`src/dbg_unit_defines.svh`:
```
`ifndef DBG_UNIT_DEFINES_SVH
`define DBG_UNIT_DEFINES_SVH

//////////////////////////////////////////////////
// widths
//////////////////////////////////////////////////

`define DBG_BYTE_W        8    // serial link byte
`define DBG_WORD_W        32   // one instruction
`define DBG_ADDR_W        7    // instruction memory depth 128
`define DBG_BUCKET_BYTES  4    // bytes sent per state dump
`define DBG_OPCODE_W      6

//////////////////////////////////////////////////
// host command bytes
//////////////////////////////////////////////////

`define DBG_CMD_START     8'd1
`define DBG_CMD_CONT      8'd2
`define DBG_CMD_STEPMODE  8'd3
`define DBG_CMD_REPROG    8'd5
`define DBG_CMD_STEP      8'd6

// opcode that marks the last program word
`define DBG_END_OPCODE    6'b111111

`endif
```
`src/dbg_unit_pkg.sv`:
```
`default_nettype none

`include "dbg_unit_defines.svh"

package dbg_unit_pkg;

  // top level modes of the debug unit
  typedef enum logic [2:0] {
    IDLE,
    LOADING,
    WAITING,
    STEPPING,
    RUNNING,
    DUMPING
  } dbg_mode_e;

  // decoded host commands
  typedef enum logic [2:0] {
    CMD_START,
    CMD_CONT,
    CMD_STEPMODE,
    CMD_REPROG,
    CMD_STEP,
    CMD_OTHER     // anything not recognized
  } dbg_cmd_e;

  // one program word, seen as received bytes or as instruction fields
  typedef union packed {
    logic [`DBG_WORD_W/`DBG_BYTE_W-1:0][`DBG_BYTE_W-1:0] bytes;  // bytes[0] arrives first
    struct packed {
      logic [`DBG_OPCODE_W-1:0]             opcode;
      logic [`DBG_WORD_W-`DBG_OPCODE_W-1:0] rest;
    } fields;
  } prog_word_u;

endpackage

`default_nettype wire

```
`src/dbg_unit.sv`:
```
`default_nettype none

`include "dbg_unit_defines.svh"

module dbg_unit
  import dbg_unit_pkg::*;
(
  input  logic                   clk,
  input  logic                   reset,
  input  logic                   rx_valid,
  input  logic [`DBG_BYTE_W-1:0] rx_data,
  input  logic                   tx_ready,
  input  logic                   halt,
  input  logic [`DBG_WORD_W-1:0] bucket,
  output logic                   tx_valid,
  output logic [`DBG_BYTE_W-1:0] tx_data,
  output logic                   imem_we,
  output logic [`DBG_ADDR_W-1:0] imem_addr,
  output logic [`DBG_WORD_W-1:0] imem_data,
  output logic                   cpu_clk_en,
  output logic                   debug
);

  logic                   cmd_valid;
  dbg_cmd_e               cmd;
  logic                   byte_valid;
  logic [`DBG_BYTE_W-1:0] byte_data;
  logic                   loading;
  logic                   load_start;
  logic                   load_done;
  logic                   dump_start;
  logic                   dump_done;

  dbg_cmd_decode dbg_cmd_decode_inst (
    .clk        (clk),
    .reset      (reset),
    .rx_valid   (rx_valid),
    .rx_data    (rx_data),
    .loading    (loading),
    .cmd_valid  (cmd_valid),
    .cmd        (cmd),
    .byte_valid (byte_valid),
    .byte_data  (byte_data)
  );

  dbg_prog_loader dbg_prog_loader_inst (
    .clk        (clk),
    .reset      (reset),
    .load_start (load_start),
    .byte_valid (byte_valid),
    .byte_data  (byte_data),
    .imem_we    (imem_we),
    .imem_addr  (imem_addr),
    .imem_data  (imem_data),
    .load_done  (load_done)
  );

  dbg_run_control dbg_run_control_inst (
    .clk        (clk),
    .reset      (reset),
    .cmd_valid  (cmd_valid),
    .cmd        (cmd),
    .load_done  (load_done),
    .dump_done  (dump_done),
    .halt       (halt),
    .loading    (loading),
    .load_start (load_start),
    .debug      (debug),
    .cpu_clk_en (cpu_clk_en),
    .dump_start (dump_start)
  );

  dbg_state_dump dbg_state_dump_inst (
    .clk        (clk),
    .reset      (reset),
    .dump_start (dump_start),
    .bucket     (bucket),
    .tx_ready   (tx_ready),
    .tx_valid   (tx_valid),
    .tx_data    (tx_data),
    .dump_done  (dump_done)
  );

endmodule

`default_nettype wire

```
`src/dbg_state_dump.sv`:
```
`default_nettype none

`include "dbg_unit_defines.svh"

module dbg_state_dump (
  input  logic                   clk,
  input  logic                   reset,
  input  logic                   dump_start,
  input  logic [`DBG_WORD_W-1:0] bucket,
  input  logic                   tx_ready,
  output logic                   tx_valid,
  output logic [`DBG_BYTE_W-1:0] tx_data,
  output logic                   dump_done
);

  localparam int IDX_W = $clog2(`DBG_BUCKET_BYTES);
  localparam logic [IDX_W-1:0] LAST_IDX = IDX_W'(`DBG_BUCKET_BYTES - 1);

  logic [`DBG_BUCKET_BYTES-1:0][`DBG_BYTE_W-1:0] bucket_q;  // snapshot
  logic [IDX_W-1:0] idx;
  logic [IDX_W-1:0] idx_next;
  logic             accept;

  assign accept   = tx_valid && tx_ready;
  assign idx_next = idx + 1'b1;

  // handshake state
  always_ff @(posedge clk)
  begin
    if (reset)
    begin
      tx_valid  <= 1'b0;
      idx       <= '0;
      dump_done <= 1'b0;
    end
    else
    begin
      dump_done <= 1'b0;
      if (dump_start)
      begin
        tx_valid <= 1'b1;
        idx      <= '0;
      end
      else if (accept)
      begin
        if (idx == LAST_IDX)
        begin
          tx_valid  <= 1'b0;
          dump_done <= 1'b1;  // last byte taken
        end
        else
          idx <= idx_next;
      end
    end
  end

  // payload, held while tx_ready is low
  always_ff @(posedge clk)
  begin
    if (dump_start)
    begin
      bucket_q <= bucket;
      tx_data  <= bucket[`DBG_BYTE_W-1:0];  // lowest byte first
    end
    else if (accept && (idx != LAST_IDX))
      tx_data <= bucket_q[idx_next];
  end

endmodule

`default_nettype wire

```
`src/dbg_run_control.sv`:
```
`default_nettype none

module dbg_run_control
  import dbg_unit_pkg::*;
(
  input  logic     clk,
  input  logic     reset,
  input  logic     cmd_valid,
  input  dbg_cmd_e cmd,
  input  logic     load_done,
  input  logic     dump_done,
  input  logic     halt,
  output logic     loading,
  output logic     load_start,
  output logic     debug,
  output logic     cpu_clk_en,
  output logic     dump_start
);

  dbg_mode_e mode;
  dbg_mode_e mode_next;
  logic      step_cmd;
  logic      dump_req;  // dump entered, start goes out next cycle

  assign step_cmd = cmd_valid && (cmd == CMD_STEP);

  //////////////////////////////////////////////////
  // next mode
  //////////////////////////////////////////////////

  always_comb
  begin
    mode_next = mode;
    case (mode)
      IDLE:
        if (cmd_valid && (cmd == CMD_START))
          mode_next = LOADING;
      LOADING:
        if (load_done)
          mode_next = WAITING;
      WAITING:
        if (cmd_valid)
        begin
          case (cmd)
            CMD_CONT:     mode_next = RUNNING;
            CMD_STEPMODE: mode_next = STEPPING;
            CMD_REPROG:   mode_next = IDLE;
            default:      mode_next = IDLE;  // unexpected command
          endcase
        end
      STEPPING:
        if (step_cmd)
          mode_next = DUMPING;
      RUNNING:
        if (halt)
          mode_next = DUMPING;
      DUMPING:
        if (dump_done)
          mode_next = halt ? WAITING : STEPPING;
      default:
        mode_next = IDLE;
    endcase
  end

  //////////////////////////////////////////////////
  // mode register and outputs
  //////////////////////////////////////////////////

  always_ff @(posedge clk)
  begin
    if (reset)
    begin
      mode       <= IDLE;
      loading    <= 1'b0;
      load_start <= 1'b0;
      cpu_clk_en <= 1'b0;
      dump_req   <= 1'b0;
      dump_start <= 1'b0;
    end
    else
    begin
      mode       <= mode_next;
      loading    <= (mode_next == LOADING);
      load_start <= (mode == IDLE) && (mode_next == LOADING);
      // run holds enable, a step gives one cycle
      cpu_clk_en <= (mode_next == RUNNING) || ((mode == STEPPING) && step_cmd);
      dump_req   <= (mode_next == DUMPING) && (mode != DUMPING);
      dump_start <= dump_req;  // bucket is settled by now
    end
  end

  assign debug = loading;

endmodule

`default_nettype wire

```
`src/dbg_prog_loader.sv`:
```
`default_nettype none

`include "dbg_unit_defines.svh"

module dbg_prog_loader
  import dbg_unit_pkg::*;
(
  input  logic                   clk,
  input  logic                   reset,
  input  logic                   load_start,
  input  logic                   byte_valid,
  input  logic [`DBG_BYTE_W-1:0] byte_data,
  output logic                   imem_we,
  output logic [`DBG_ADDR_W-1:0] imem_addr,
  output logic [`DBG_WORD_W-1:0] imem_data,
  output logic                   load_done
);

  prog_word_u word_q;     // partial word so far
  prog_word_u word_next;  // word including the current byte
  logic [1:0] byte_cnt;
  logic       last_byte;

  //////////////////////////////////////////////////
  // word assembly, lowest byte first
  //////////////////////////////////////////////////

  always_comb
  begin
    word_next                = word_q;
    word_next.bytes[byte_cnt] = byte_data;
  end

  assign last_byte = byte_valid && (byte_cnt == 2'd3);

  always_ff @(posedge clk)
  begin
    if (byte_valid)
      word_q <= word_next;
    if (last_byte)
      imem_data <= word_next;  // full word, held for the write
  end

  //////////////////////////////////////////////////
  // counter, address and write strobe
  //////////////////////////////////////////////////

  always_ff @(posedge clk)
  begin
    if (reset)
    begin
      byte_cnt  <= 2'd0;
      imem_addr <= '0;
      imem_we   <= 1'b0;
      load_done <= 1'b0;
    end
    else if (load_start)
    begin
      // new program starts at address zero
      byte_cnt  <= 2'd0;
      imem_addr <= '0;
      imem_we   <= 1'b0;
      load_done <= 1'b0;
    end
    else
    begin
      imem_we   <= last_byte;
      load_done <= last_byte && (word_next.fields.opcode == `DBG_END_OPCODE);
      if (byte_valid)
        byte_cnt <= byte_cnt + 2'd1;  // wraps after the fourth byte
      if (imem_we)
        imem_addr <= imem_addr + 1'b1;  // bump once the write is done
    end
  end

endmodule

`default_nettype wire

```
`src/dbg_cmd_decode.sv`:
```
`default_nettype none

`include "dbg_unit_defines.svh"

module dbg_cmd_decode
  import dbg_unit_pkg::*;
(
  input  logic                   clk,
  input  logic                   reset,
  input  logic                   rx_valid,
  input  logic [`DBG_BYTE_W-1:0] rx_data,
  input  logic                   loading,
  output logic                   cmd_valid,
  output dbg_cmd_e               cmd,
  output logic                   byte_valid,
  output logic [`DBG_BYTE_W-1:0] byte_data
);

  dbg_cmd_e cmd_next;

  // byte value to command
  always_comb
  begin
    case (rx_data)
      `DBG_CMD_START:    cmd_next = CMD_START;
      `DBG_CMD_CONT:     cmd_next = CMD_CONT;
      `DBG_CMD_STEPMODE: cmd_next = CMD_STEPMODE;
      `DBG_CMD_REPROG:   cmd_next = CMD_REPROG;
      `DBG_CMD_STEP:     cmd_next = CMD_STEP;
      default:           cmd_next = CMD_OTHER;
    endcase
  end

  // strobes, routed by loading
  always_ff @(posedge clk)
  begin
    if (reset)
    begin
      cmd_valid  <= 1'b0;
      byte_valid <= 1'b0;
    end
    else
    begin
      cmd_valid  <= rx_valid && !loading;
      byte_valid <= rx_valid && loading;  // program bytes go to the loader
    end
  end

  always_ff @(posedge clk)
  begin
    if (rx_valid)
    begin
      cmd       <= cmd_next;
      byte_data <= rx_data;
    end
  end

endmodule

`default_nettype wire

```
`config.mk`:
```
export PLATFORM = sky130hd
export DESIGN_NAME = dbg_unit
export DESIGN_NICKNAME = d
export VERILOG_FILES = /design/src/dbg_unit_pkg.sv /design/src/dbg_unit.sv /design/src/dbg_state_dump.sv /design/src/dbg_run_control.sv /design/src/dbg_prog_loader.sv /design/src/dbg_cmd_decode.sv
export VERILOG_INCLUDE_DIRS = /design/src
export SDC_FILE = /design/constraint.sdc
export NUM_CORES = 1
export LEC_CHECK = 0
export ABC_AREA = 1
export BUFFER_PORTS_ARGS = -buffer_cell sky130_fd_sc_hd__buf_4
export CORE_MARGIN = 4
export CORE_UTILIZATION = 59
export CTS_CLUSTER_DIAMETER = 30
export DETAILED_ROUTE_END_ITERATION = 10
export PLACE_DENSITY = 0.84
export SYNTH_ARGS = -nofsm -noshare
export SYNTH_HDL_FRONTEND = slang
export SYNTH_SLANG_ARGS = --single-unit
```
`constraint.sdc`:
```
create_clock -name clk -period 5.1 [get_ports clk]
set_input_delay 0.255 -clock clk [delete_from_list [all_inputs] [get_ports clk]]
set_output_delay 0.255 -clock clk [all_outputs]
set_load 0.1 [all_outputs]
```
==> results of run 1 <==
[layout make-up]
| type | count | area share |
|---|---|---|
| tap | 108 | 0.0188 |
| clock buffer | 17 | 0.0577 |
| sequential | 140 | 0.551 |
| inverter | 37 | 0.0193 |
| timing repair buffer | 139 | 0.160 |
| multi-input combinational | 246 | 0.176 |
| clock inverter | 15 | 0.0176 |
[worst paths after layout]
path	endpoint	slack [ns]	depth (start not counted)
worst min register to register	dbg_run_control_inst.dump_start	0.42	2
worst max register to register	dbg_state_dump_inst.tx_data[4]	2.97	2
worst max-delay path	dbg_state_dump_inst.tx_data[4]	2.97	2
worst min-delay path	dbg_state_dump_inst.dump_done	0.03	3
[power groups by stage]
stage | clock network, uW | registers [uW] | logic (uW)
2_1_floorplan | 0 | 1270 | 20.8
3_3_place_gp | 0 | 1270 | 57.4
3_5_place_dp | 0 | 1270 | 59.7
4_1_cts | 1120 | 1250 | 85.6
5_1_grt | 1180 | 1250 | 95.4
6_report | 1110 | 1250 | 88.5
[through the flow]
stage | setup slack (ns) | instance area [sq um]
after floorplan | 2.90 | 5420
after global placement | 3.17 | 6230
after detailed placement | 3.00 | 6230
after CTS | 2.98 | 7180
after global routing | 2.73 | 7180
final | 2.97 | 7180
[repair_timing]
action / in CTS / in global routing
hold buffers: 41 / 0
endpoints found under the hold margin: 48 / 0
endpoints found under the setup margin: 0 / 0
[layout by cell type (no fill, tap or decap), drive strengths merged]
cell type and instances:
edfxtp 115, buf 98, nor2 85, nand2 59
inv 45, dlygate4sd3 41, dfxtp 25, o21ai 24
mux2 21, clkbuf 17, nand3 16, a21oi 14
a31oi 9, nor3 7, ha 6, clkinv 4
clkinvlp 3, nand4 2, a211oi 1, nor4 1
nor3b 1
[per-layer routing]
layer  part of all wire  wire (um)  up-vias
li1                   -          -     1806
met1               0.38       4610     1781
met2               0.53       6440      202
met3              0.077        929       17
met4              0.013        155        0
met5                  0          0        -
[logic make-up (layout without fill, tap and decap cells)]
group           Yosys count  in the layout
simple gates            171            171
flops                   140            140
fa+ha+maj                 6              6
mux                      21             21
compound gates           48             48
buf+inv                  48            208
[worst register-to-register path, cell delays in order (launching register included)]
cell and delay (ns):
dfxtp_1 0.52, ha_1 0.34, o21ai_0 0.88
[sequential cells by signal (all words and copies together), names as in the netlist, 2 cells and up]
register / count
dbg_prog_loader_inst.word_q: 32
dbg_cmd_decode_inst.cmd: 3
dbg_prog_loader_inst.imem_data: 32
dbg_state_dump_inst.tx_data: 8
dbg_state_dump_inst.bucket_q: 32
dbg_prog_loader_inst.byte_cnt: 2
dbg_run_control_inst.mode: 3
dbg_cmd_decode_inst.byte_data: 8
dbg_state_dump_inst.idx: 2
dbg_prog_loader_inst.imem_addr: 7
==> flow_summary.yaml, run 1 <==
global_routing:
  grt_first_pass_wirelength_mm: 19.9
  antenna_found_initial: 0
  grt_util_met2: 0.418
  grt_usage: 0.237
  grt_use_met1: 0.278
  grt_max_degree: 35
  grt_remaining_overflow: 0
  met3_usage: 0.0684
  grt_pass1_vias: 3984
  grt.busiest_layer: "met2"
finish:
  final_cells: 702
  syn2layout_area_growth_pct: 32.5
  finalNetCount: 632
  antenna_cells: 0
  multi_input_area_sq_um: 1260
  fill_cells: 446
  drive_gt1_frac: 0.274
  post-route-util: 0.811
  seq_area_sq_um: 3950
place:
  place_inst: 629
  dp_hpwl_mm: 7.22
  place_congestion: 0.929
  io_buffers: 95
clock_network:
  insertion_delay_ns: 0.52
  clockBufferDepth: 2
  cts_max_level: 4
  cts_tree: "built"
  postCtsSetupBuffers: 0
  post_cts_resized: 0
  cts_buffers: 17
  cts.clk_slew.worst_paths_ns: 0.06
  cts_root_buf: "clkbuf_8"
  cts_sinks: 140
drt:
  routed_wirelength_mm: 12.1
  vias: 3806
  drc: 0
  drtPass1Iterations: 4
  viasPerCell: 5.42
  drtIter0Drc: 254
  post_drt_wl_per_cell_um: 17.3
  ant_nets: 0
synthesis:
  synth-edff-count: 115
  synth_top_family_by_area: "simple AND/OR/NAND/NOR gates"
  synth_area_leaders: "edfxtp_1 64%, dfxtp_1 9.2%, nor2_1 5.5%"
  mappedNetlistArea_sq_um: 5420
  synth_fa_ha_area_frac: 0.0139
  synth.avg_cell_area_sq_um: 12.5
  synth-compound-area-share: 0.0469
  seq_area_frac_synth: 0.730
  synth_xor_xnor_area_share: 0
  syn_nets: 485
  synth-seq-cells: 140
  synth_cells: 434
  synth-async-reset-ratio: 0
  yosys.area_share.simple: 0.129
  synth_most_common_cell: "edfxtp_1"
  yosysWarningCount: 0
  synthFlopType: "edfxtp_1"
  ys_types: 25
  synthMuxAreaShare: 0.0436
  synth_largest_area_cell: "edfxtp_1"
  synth_common_cells: "115 x edfxtp_1, 80 x nor2_1, 59 x nand2_1"
  yosysTopAreaCellShare: 0.637
sta:
  finalHoldViolCount: 0
  rsz0062_at_grt: "no"
  slew_headroom: 0.249
  fmax_mhz: 470
  fin_skew_ns: 0.00921
  final-setup-viol-count: 0
  tns_ns: 0
  holdWs_ns: 0.0302
  period_minus_slack_ns: 2.13
  drv_slew: 0
  tightestPinTransition_ns: 1.11
  finalCritPeriodShare: 0.417
worst_setup_path:
  worstPathCellList: "ha_1 > o21ai_0"
  critical_path_required_ns: 5.24
  worst-path-max-fanout: 20
  start_kind: "flop"
  rr_startpoint: "dbg_state_dump_inst.idx[0]"
  crit_path_max_incr_delay_ns: 0.88
  cp_top_family: "compound AO/OA/AOI/OAI gates"
  critPathLaunch: "dbg_state_dump_inst.idx[0]"
  critPathArrivalTime_ns: 2.26
  cp_num_buf_inv: 0
  worst_setup_path_end_kind: "flop"
  crit_slowest_cell: "o21ai_0"
  path_class: "flop to flop"
die:
  start_util: 0.612
  pin_count: 96
  rows: 34
  die_y_um: 104
  dieArea_sq_um: 10800
  core_sq_um: 8850
  die_w_um: 104
min_path:
  hold_class: "primary input to flop"
  holdCritStartpoint: "tx_ready"
pwr:
  power.switching_uw: 545
  finalPower_uw: 2450
  p_leak_uw: 0.00281
  p_sw_frac: 0.222
  seqPwrFrac: 0.510
  pwr-share-clk: 0.454
  vdd_drop_max_uv: 285
  p_int_uw: 1900
  p_comb_frac: 0.036
  p_per_area_nw_per_um2: 341
run_status:
  status: "finished clean"
run:
  drv_cap: 0
No activity file was read; power rests on OpenSTA's default activity.
==> inputs of run 2 (changes only) <==
--- a/config.mk
+++ b/config.mk
@@ -9,10 +9,10 @@
 export ABC_AREA = 1
 export BUFFER_PORTS_ARGS = -buffer_cell sky130_fd_sc_hd__buf_4
 export CORE_MARGIN = 4
-export CORE_UTILIZATION = 59
+export CORE_UTILIZATION = 50
 export CTS_CLUSTER_DIAMETER = 30
 export DETAILED_ROUTE_END_ITERATION = 10
-export PLACE_DENSITY = 0.84
+export PLACE_DENSITY = 0.75
 export SYNTH_ARGS = -nofsm -noshare
 export SYNTH_HDL_FRONTEND = slang
 export SYNTH_SLANG_ARGS = --single-unit
==> constraint.sdc (replaced) <==
create_clock -name clk -period 1.8 [get_ports clk]
set_input_delay 0.09 -clock clk [delete_from_list [all_inputs] [get_ports clk]]
set_output_delay 0.09 -clock clk [all_outputs]
set_load 0.1 [all_outputs]
==> run 2 against run 1 <==
Against the previous run: final area rose by 1.9%; clock skew shrank 0.0029 ns; clock-buffer cell count up 1; sequential cell count did not move; clock power rose to 3.0 times the previous value; utilization is 11 points lower; combinational power grew to 2.8 times the previous value; largest power group unchanged.
==> flow_summary.yaml, run 2 (synthesized netlist as in run 1, its figures left out) <==
finish:
  final_common_cell: "edfxtp_1"
  seq_area_sq_um: 3960
  fin_area_sq_um: 7310
  drive_gt1_frac: 0.281
  multi_input_area_sq_um: 1260
  syn2layout_area_growth_pct: 35.0
  antenna_cells: 0
  fill_cells: 693
  finalNetCount: 639
  top_regs: "dbg_prog_loader_inst.imem_data (32), dbg_prog_loader_inst.word_q (32), dbg_state_dump_inst.bucket_q (32)"
  layout_common_cells: "115 x edfxtp_1, 102 x buf_4, 80 x nor2_1"
clock_network:
  cts_buffers: 17
  insertion_delay_ns: 0.52
  cts.clk_slew.worst_paths_ns: 0.06
  clockBufferDepth: 2
  cts_sinks: 140
  cts_root_buf: "clkbuf_8"
  cts_max_level: 4
  post_cts_resized: 0
  cts_tree: "built"
sta:
  drv_slew: 0
  tightestPinTransition_ns: 0.531
  finalHoldViolCount: 0
  fmax_mhz: 640
  finalCritPeriodShare: 0.868
  fin_skew_ns: 0.00628
  final-setup-viol-count: 0
  rsz0062_at_grt: "no"
  period_minus_slack_ns: 1.56
  tns_ns: 0
  slew_headroom: 0.645
die:
  die_w_um: 112
  pin_count: 96
  core_sq_um: 10500
  die_y_um: 112
  rows: 37
  dieArea_sq_um: 12600
  start_util: 0.518
worst_setup_path:
  rr_startpoint: "dbg_prog_loader_inst.byte_cnt[0]"
  worst-path-max-fanout: 9
  critPathArrivalTime_ns: 1.83
  critical_path_required_ns: 2.06
  crit_slowest_cell: "ha_1"
  critPathLaunch: "dbg_prog_loader_inst.byte_cnt[0]"
  worstPathCellList: "inv_1 > ha_1 > mux2_2"
  start_kind: "flop"
  cp_top_family: "adder cells"
  worst_setup_path_end_kind: "flop"
  path_class: "flop to flop"
  cp_num_buf_inv: 1
  crit_path_max_incr_delay_ns: 0.45
drt:
  post_drt_wl_per_cell_um: 16.1
  ant_nets: 0
  routed_wirelength_mm: 11.9
  vias: 3715
  met1_length_mm: 4.74
  topRoutingLayerUsed: "met4"
  drtIter0Drc: 270
  drtPass1Iterations: 5
  viasPerCell: 5.04
  met3_length_um: 834
  wl_met2_mm: 6.15
  drc: 0
run:
  drv_cap: 0
pwr:
  seqPwrFrac: 0.496
  power.switching_uw: 1390
  p_comb_frac: 0.035
  pwr-share-clk: 0.469
  p_per_area_nw_per_um2: 976
  finalPower_uw: 7140
  p_leak_uw: 0.00285
  p_int_uw: 5750
  vdd_drop_max_uv: 732
  p_sw_frac: 0.195
place:
  place_congestion: 0.853
  io_buffers: 95
  place_area_sq_um: 6300
  dp_hpwl_mm: 7.46
run_status:
  status: "finished clean"
global_routing:
  grt_max_degree: 34
  grt_pass1_vias: 3801
  grt_remaining_overflow: 0
  grt_usage: 0.199
  grt_first_pass_wirelength_mm: 19.3
  antenna_found_initial: 0
min_path:
  holdCritStartpoint: "halt"
  hold_class: "primary input to flop"
==> run 2: changes by cell type in the layout (fill, tap and decap cells not counted), moves of 4 or more <==
cell,previous run,this run
inv_6,8,0
dfxtp_1,25,20
dfxtp_2,0,5
buf_4,98,102
==> run 2: through the flow <==
| step | cells | setup slack [ns] | util | hold WS (ns) |
|---|---|---|---|---|
| floorplan | 434 | 0.00376 | - | 0.189 |
| global placement | 661 | 0.328 | 0.602 | 0.268 |
| detailed placement | 661 | 0.260 | 0.602 | 0.269 |
| CTS | 737 | 0.249 | 0.699 | 0.00274 |
| global route | 737 | 0.135 | 0.699 | 0.0354 |
| finish | 737 | 0.237 | 0.699 | 0.0168 |
==> run 2: power by group through the flow <==
stage | registers (uW) | logic [uW] | clock network (uW)
final | 3540 | 248 | 3340
after global routing | 3540 | 270 | 3600
after CTS | 3540 | 244 | 3410
after detailed placement | 3610 | 168 | 0
after global placement | 3610 | 161 | 0
after floorplan | 3600 | 58.8 | 0
==> run 2: per-layer routing <==
metal,vias to the layer above,global-route usage
li1,1810,-
met1,1745,0.236
met2,146,0.338
met3,14,0.0706
met4,0,0.0681
met5,-,0
==> run 2: final timing paths <==
path | cells past startpoint | endpoint | slack, ns
hold reg to reg | 2 | dbg_run_control_inst.dump_start | 0.40
setup reg to reg | 3 | dbg_prog_loader_inst.imem_data[3] | 0.24
hold / removal | 5 | dbg_run_control_inst.mode[0] | 0.02
setup / recovery | 3 | dbg_prog_loader_inst.imem_data[3] | 0.24
==> run 2: area by class of cell <==
class,count,area share
clock inverter,14,0.0209
tap,136,0.0233
multi-input combinational,246,0.173
inverter,37,0.0195
clock buffer,18,0.0571
timing repair buffer,146,0.165
sequential,140,0.541
==> run 2: what timing repair did <==
item | in CTS | in global routing
hold buffers | 44 | 0
endpoints found under the setup margin | 0 | 0
setup buffers | 0 | 0
endpoints found under the hold margin | 73 | 0
==> run 2: worst min-delay path, stage by stage <==
cell     delay (ns)
buf_4          0.09
nand3_1        0.07
nand2_1        0.08
nor2_2         0.05
a21oi_1        0.12
==> inputs of run 3 (changes only) <==
--- a/config.mk
+++ b/config.mk
@@ -9,10 +9,10 @@
 export ABC_AREA = 1
 export BUFFER_PORTS_ARGS = -buffer_cell sky130_fd_sc_hd__buf_4
 export CORE_MARGIN = 4
-export CORE_UTILIZATION = 50
+export CORE_UTILIZATION = 59
 export CTS_CLUSTER_DIAMETER = 30
 export DETAILED_ROUTE_END_ITERATION = 10
-export PLACE_DENSITY = 0.75
+export PLACE_DENSITY = 0.84
 export SYNTH_ARGS = -nofsm -noshare
 export SYNTH_HDL_FRONTEND = slang
 export SYNTH_SLANG_ARGS = --single-unit
==> constraint.sdc (replaced) <==
create_clock -name clk -period 1.9 [get_ports clk]
set_input_delay 0.095 -clock clk [delete_from_list [all_inputs] [get_ports clk]]
set_output_delay 0.095 -clock clk [all_outputs]
set_load 0.1 [all_outputs]
==> run 3 against run 2 <==
Against the previous run: clock skew increased by 0.0042 ns; utilization grew 12 points; non-clock buffer count unchanged; worst setup slack lost 0.080 ns; power shrank 6.8%; final area is 0.92% lower; via count up 9.2%; register-to-register slack lost 0.08 ns; critical path type unchanged; first-iteration DRC count grew 32%.
==> flow_summary.yaml, run 3 (synthesized netlist as in run 1, its figures left out) <==
finish:
  final_common_cell: "edfxtp_1"
  top_regs: "dbg_prog_loader_inst.imem_data (32), dbg_prog_loader_inst.word_q (32), dbg_state_dump_inst.bucket_q (32)"
  antenna_cells: 0
  layout_common_cells: "115 x edfxtp_1, 102 x buf_4, 80 x nor2_1"
  fill_cells: 432
  finalNetCount: 639
  post-route-util: 0.819
  syn2layout_area_growth_pct: 33.7
  drive_gt1_frac: 0.285
run:
  drv_cap: 0
die:
  dieArea_sq_um: 10800
  core_sq_um: 8850
  die_w_um: 104
  pin_count: 96
  die_y_um: 104
  rows: 34
  start_util: 0.612
pwr:
  power.switching_uw: 1530
  vdd_drop_max_uv: 786
  p_per_area_nw_per_um2: 918
  pwr-share-clk: 0.459
  p_sw_frac: 0.230
  p_leak_uw: 0.00285
  seqPwrFrac: 0.504
  p_comb_frac: 0.037
  p_int_uw: 5120
worst_setup_path:
  critical_path_required_ns: 2.26
  worst_setup_path_end_kind: "flop"
  rr_startpoint: "dbg_state_dump_inst.idx[1]"
  worst-path-max-fanout: 9
  critPathLaunch: "dbg_state_dump_inst.idx[1]"
  path_class: "flop to flop"
  reg2reg_to: "dbg_state_dump_inst.tx_data[4]"
  critPathArrivalTime_ns: 2.10
  r2r_cells: 5
  start_kind: "flop"
  regToRegSetupSlack_ns: 0.16
clock_network:
  cts.clk_slew.worst_paths_ns: 0.06
  cts_max_level: 4
  cts_buffers: 17
  cts_sinks: 140
  clockBufferDepth: 2
  cts_tree: "built"
  insertion_delay_ns: 0.52
  cts_root_buf: "clkbuf_8"
sta:
  period_minus_slack_ns: 1.74
  tns_ns: 0
  fmax_mhz: 574
  rsz0062_at_grt: "no"
  fin_ws_ns: 0.157
  drv_slew: 0
  slew_headroom: 0.618
  tightestPinTransition_ns: 0.571
  finalHoldViolCount: 0
  fin_skew_ns: 0.0104
  finalCritPeriodShare: 0.917
  final-setup-viol-count: 0
min_path:
  hold_end: "dbg_run_control_inst.mode[0]"
  holdCritStartpoint: "halt"
  worstHoldPathCells: 5
  hold_class: "primary input to flop"
drt:
  drtPass1Iterations: 5
  routed_wirelength_mm: 13.8
  post_drt_wl_per_cell_um: 19.5
  drtIter0Drc: 356
  viasPerCell: 5.72
  drc: 0
  ant_nets: 0
  vias: 4055
global_routing:
  grt_remaining_overflow: 0
  antenna_found_initial: 0
  grt_usage: 0.265
  grt_pass1_vias: 4135
  grt_first_pass_wirelength_mm: 21.9
  grt_max_degree: 24
place:
  dp_hpwl_mm: 7.52
  dp_slack_ns: 0.333
  io_buffers: 95
  place_congestion: 0.838
run_status:
  status: "finished clean"
## run 3: how the worst max path moves through the flow
stage | cells after the start | slack, ns | to
2_1_floorplan | 6 | 0.05 | dbg_prog_loader_inst.load_done
3_3_place_gp | 4 | 0.40 | dbg_prog_loader_inst.imem_data[14]
3_5_place_dp | 4 | 0.33 | dbg_prog_loader_inst.imem_data[11]
4_1_cts | 3 | 0.31 | dbg_prog_loader_inst.imem_data[4]
5_1_grt | 5 | 0.11 | dbg_state_dump_inst.tx_data[4]
6_report | 5 | 0.16 | dbg_state_dump_inst.tx_data[4]
## run 3: worst max-delay path: stages, from the launching register on
cell	delay (ns)
dfxtp_1	0.34
ha_1	0.54
inv_2	0.19
nor2_1	0.18
o21ai_0	0.15
a31oi_1	0.20
## run 3: repair_timing
| item | CTS | global route |
|---|---|---|
| resized for setup | 0 | 0 |
| buffers inserted | 0 | 0 |
| hold endpoints to repair | 72 | 0 |
| hold buffers | 44 | 0 |
## run 3: area by class of cell
cell class	instances	area [sq um]	share of cell area
Clock buffer	17	414	0.0571
Clock inverter	15	128	0.0176
Inverter	37	139	0.0192
Multi-Input combinational cell	246	1260	0.175
Sequential cell	140	3960	0.546
Tap cell	108	135	0.0186
Timing Repair Buffer	146	1210	0.166
## run 3: per-layer routing
layer,GRT usage,vias to the layer above,share of wire
li1,-,1821,-
met1,0.313,1921,0.37
met2,0.462,265,0.52
met3,0.0641,48,0.078
met4,0.111,0,0.037
met5,0,-,0
## run 3: power groups by stage
stage               Combinational (uW)  Sequential (uW)  Clock, uW
floorplan                         55.7             3410          0
global placement                   152             3420          0
detailed placement                 160             3420          0
CTS                                233             3350       3030
global route                       263             3350       3200
finish                             245             3350       3050
## run 3: per-stage QoR
step	cell area [sq um]	hold WS (ns)	std cells	total power [uW]
4_1_cts	7250	0.0217	709	6620
3_3_place_gp	6260	0.273	633	3570
6_report	7250	0.0366	709	6650
5_1_grt	7250	0.0646	709	6810
3_5_place_dp	6260	0.274	633	3580
2_1_floorplan	5430	0.194	434	3470
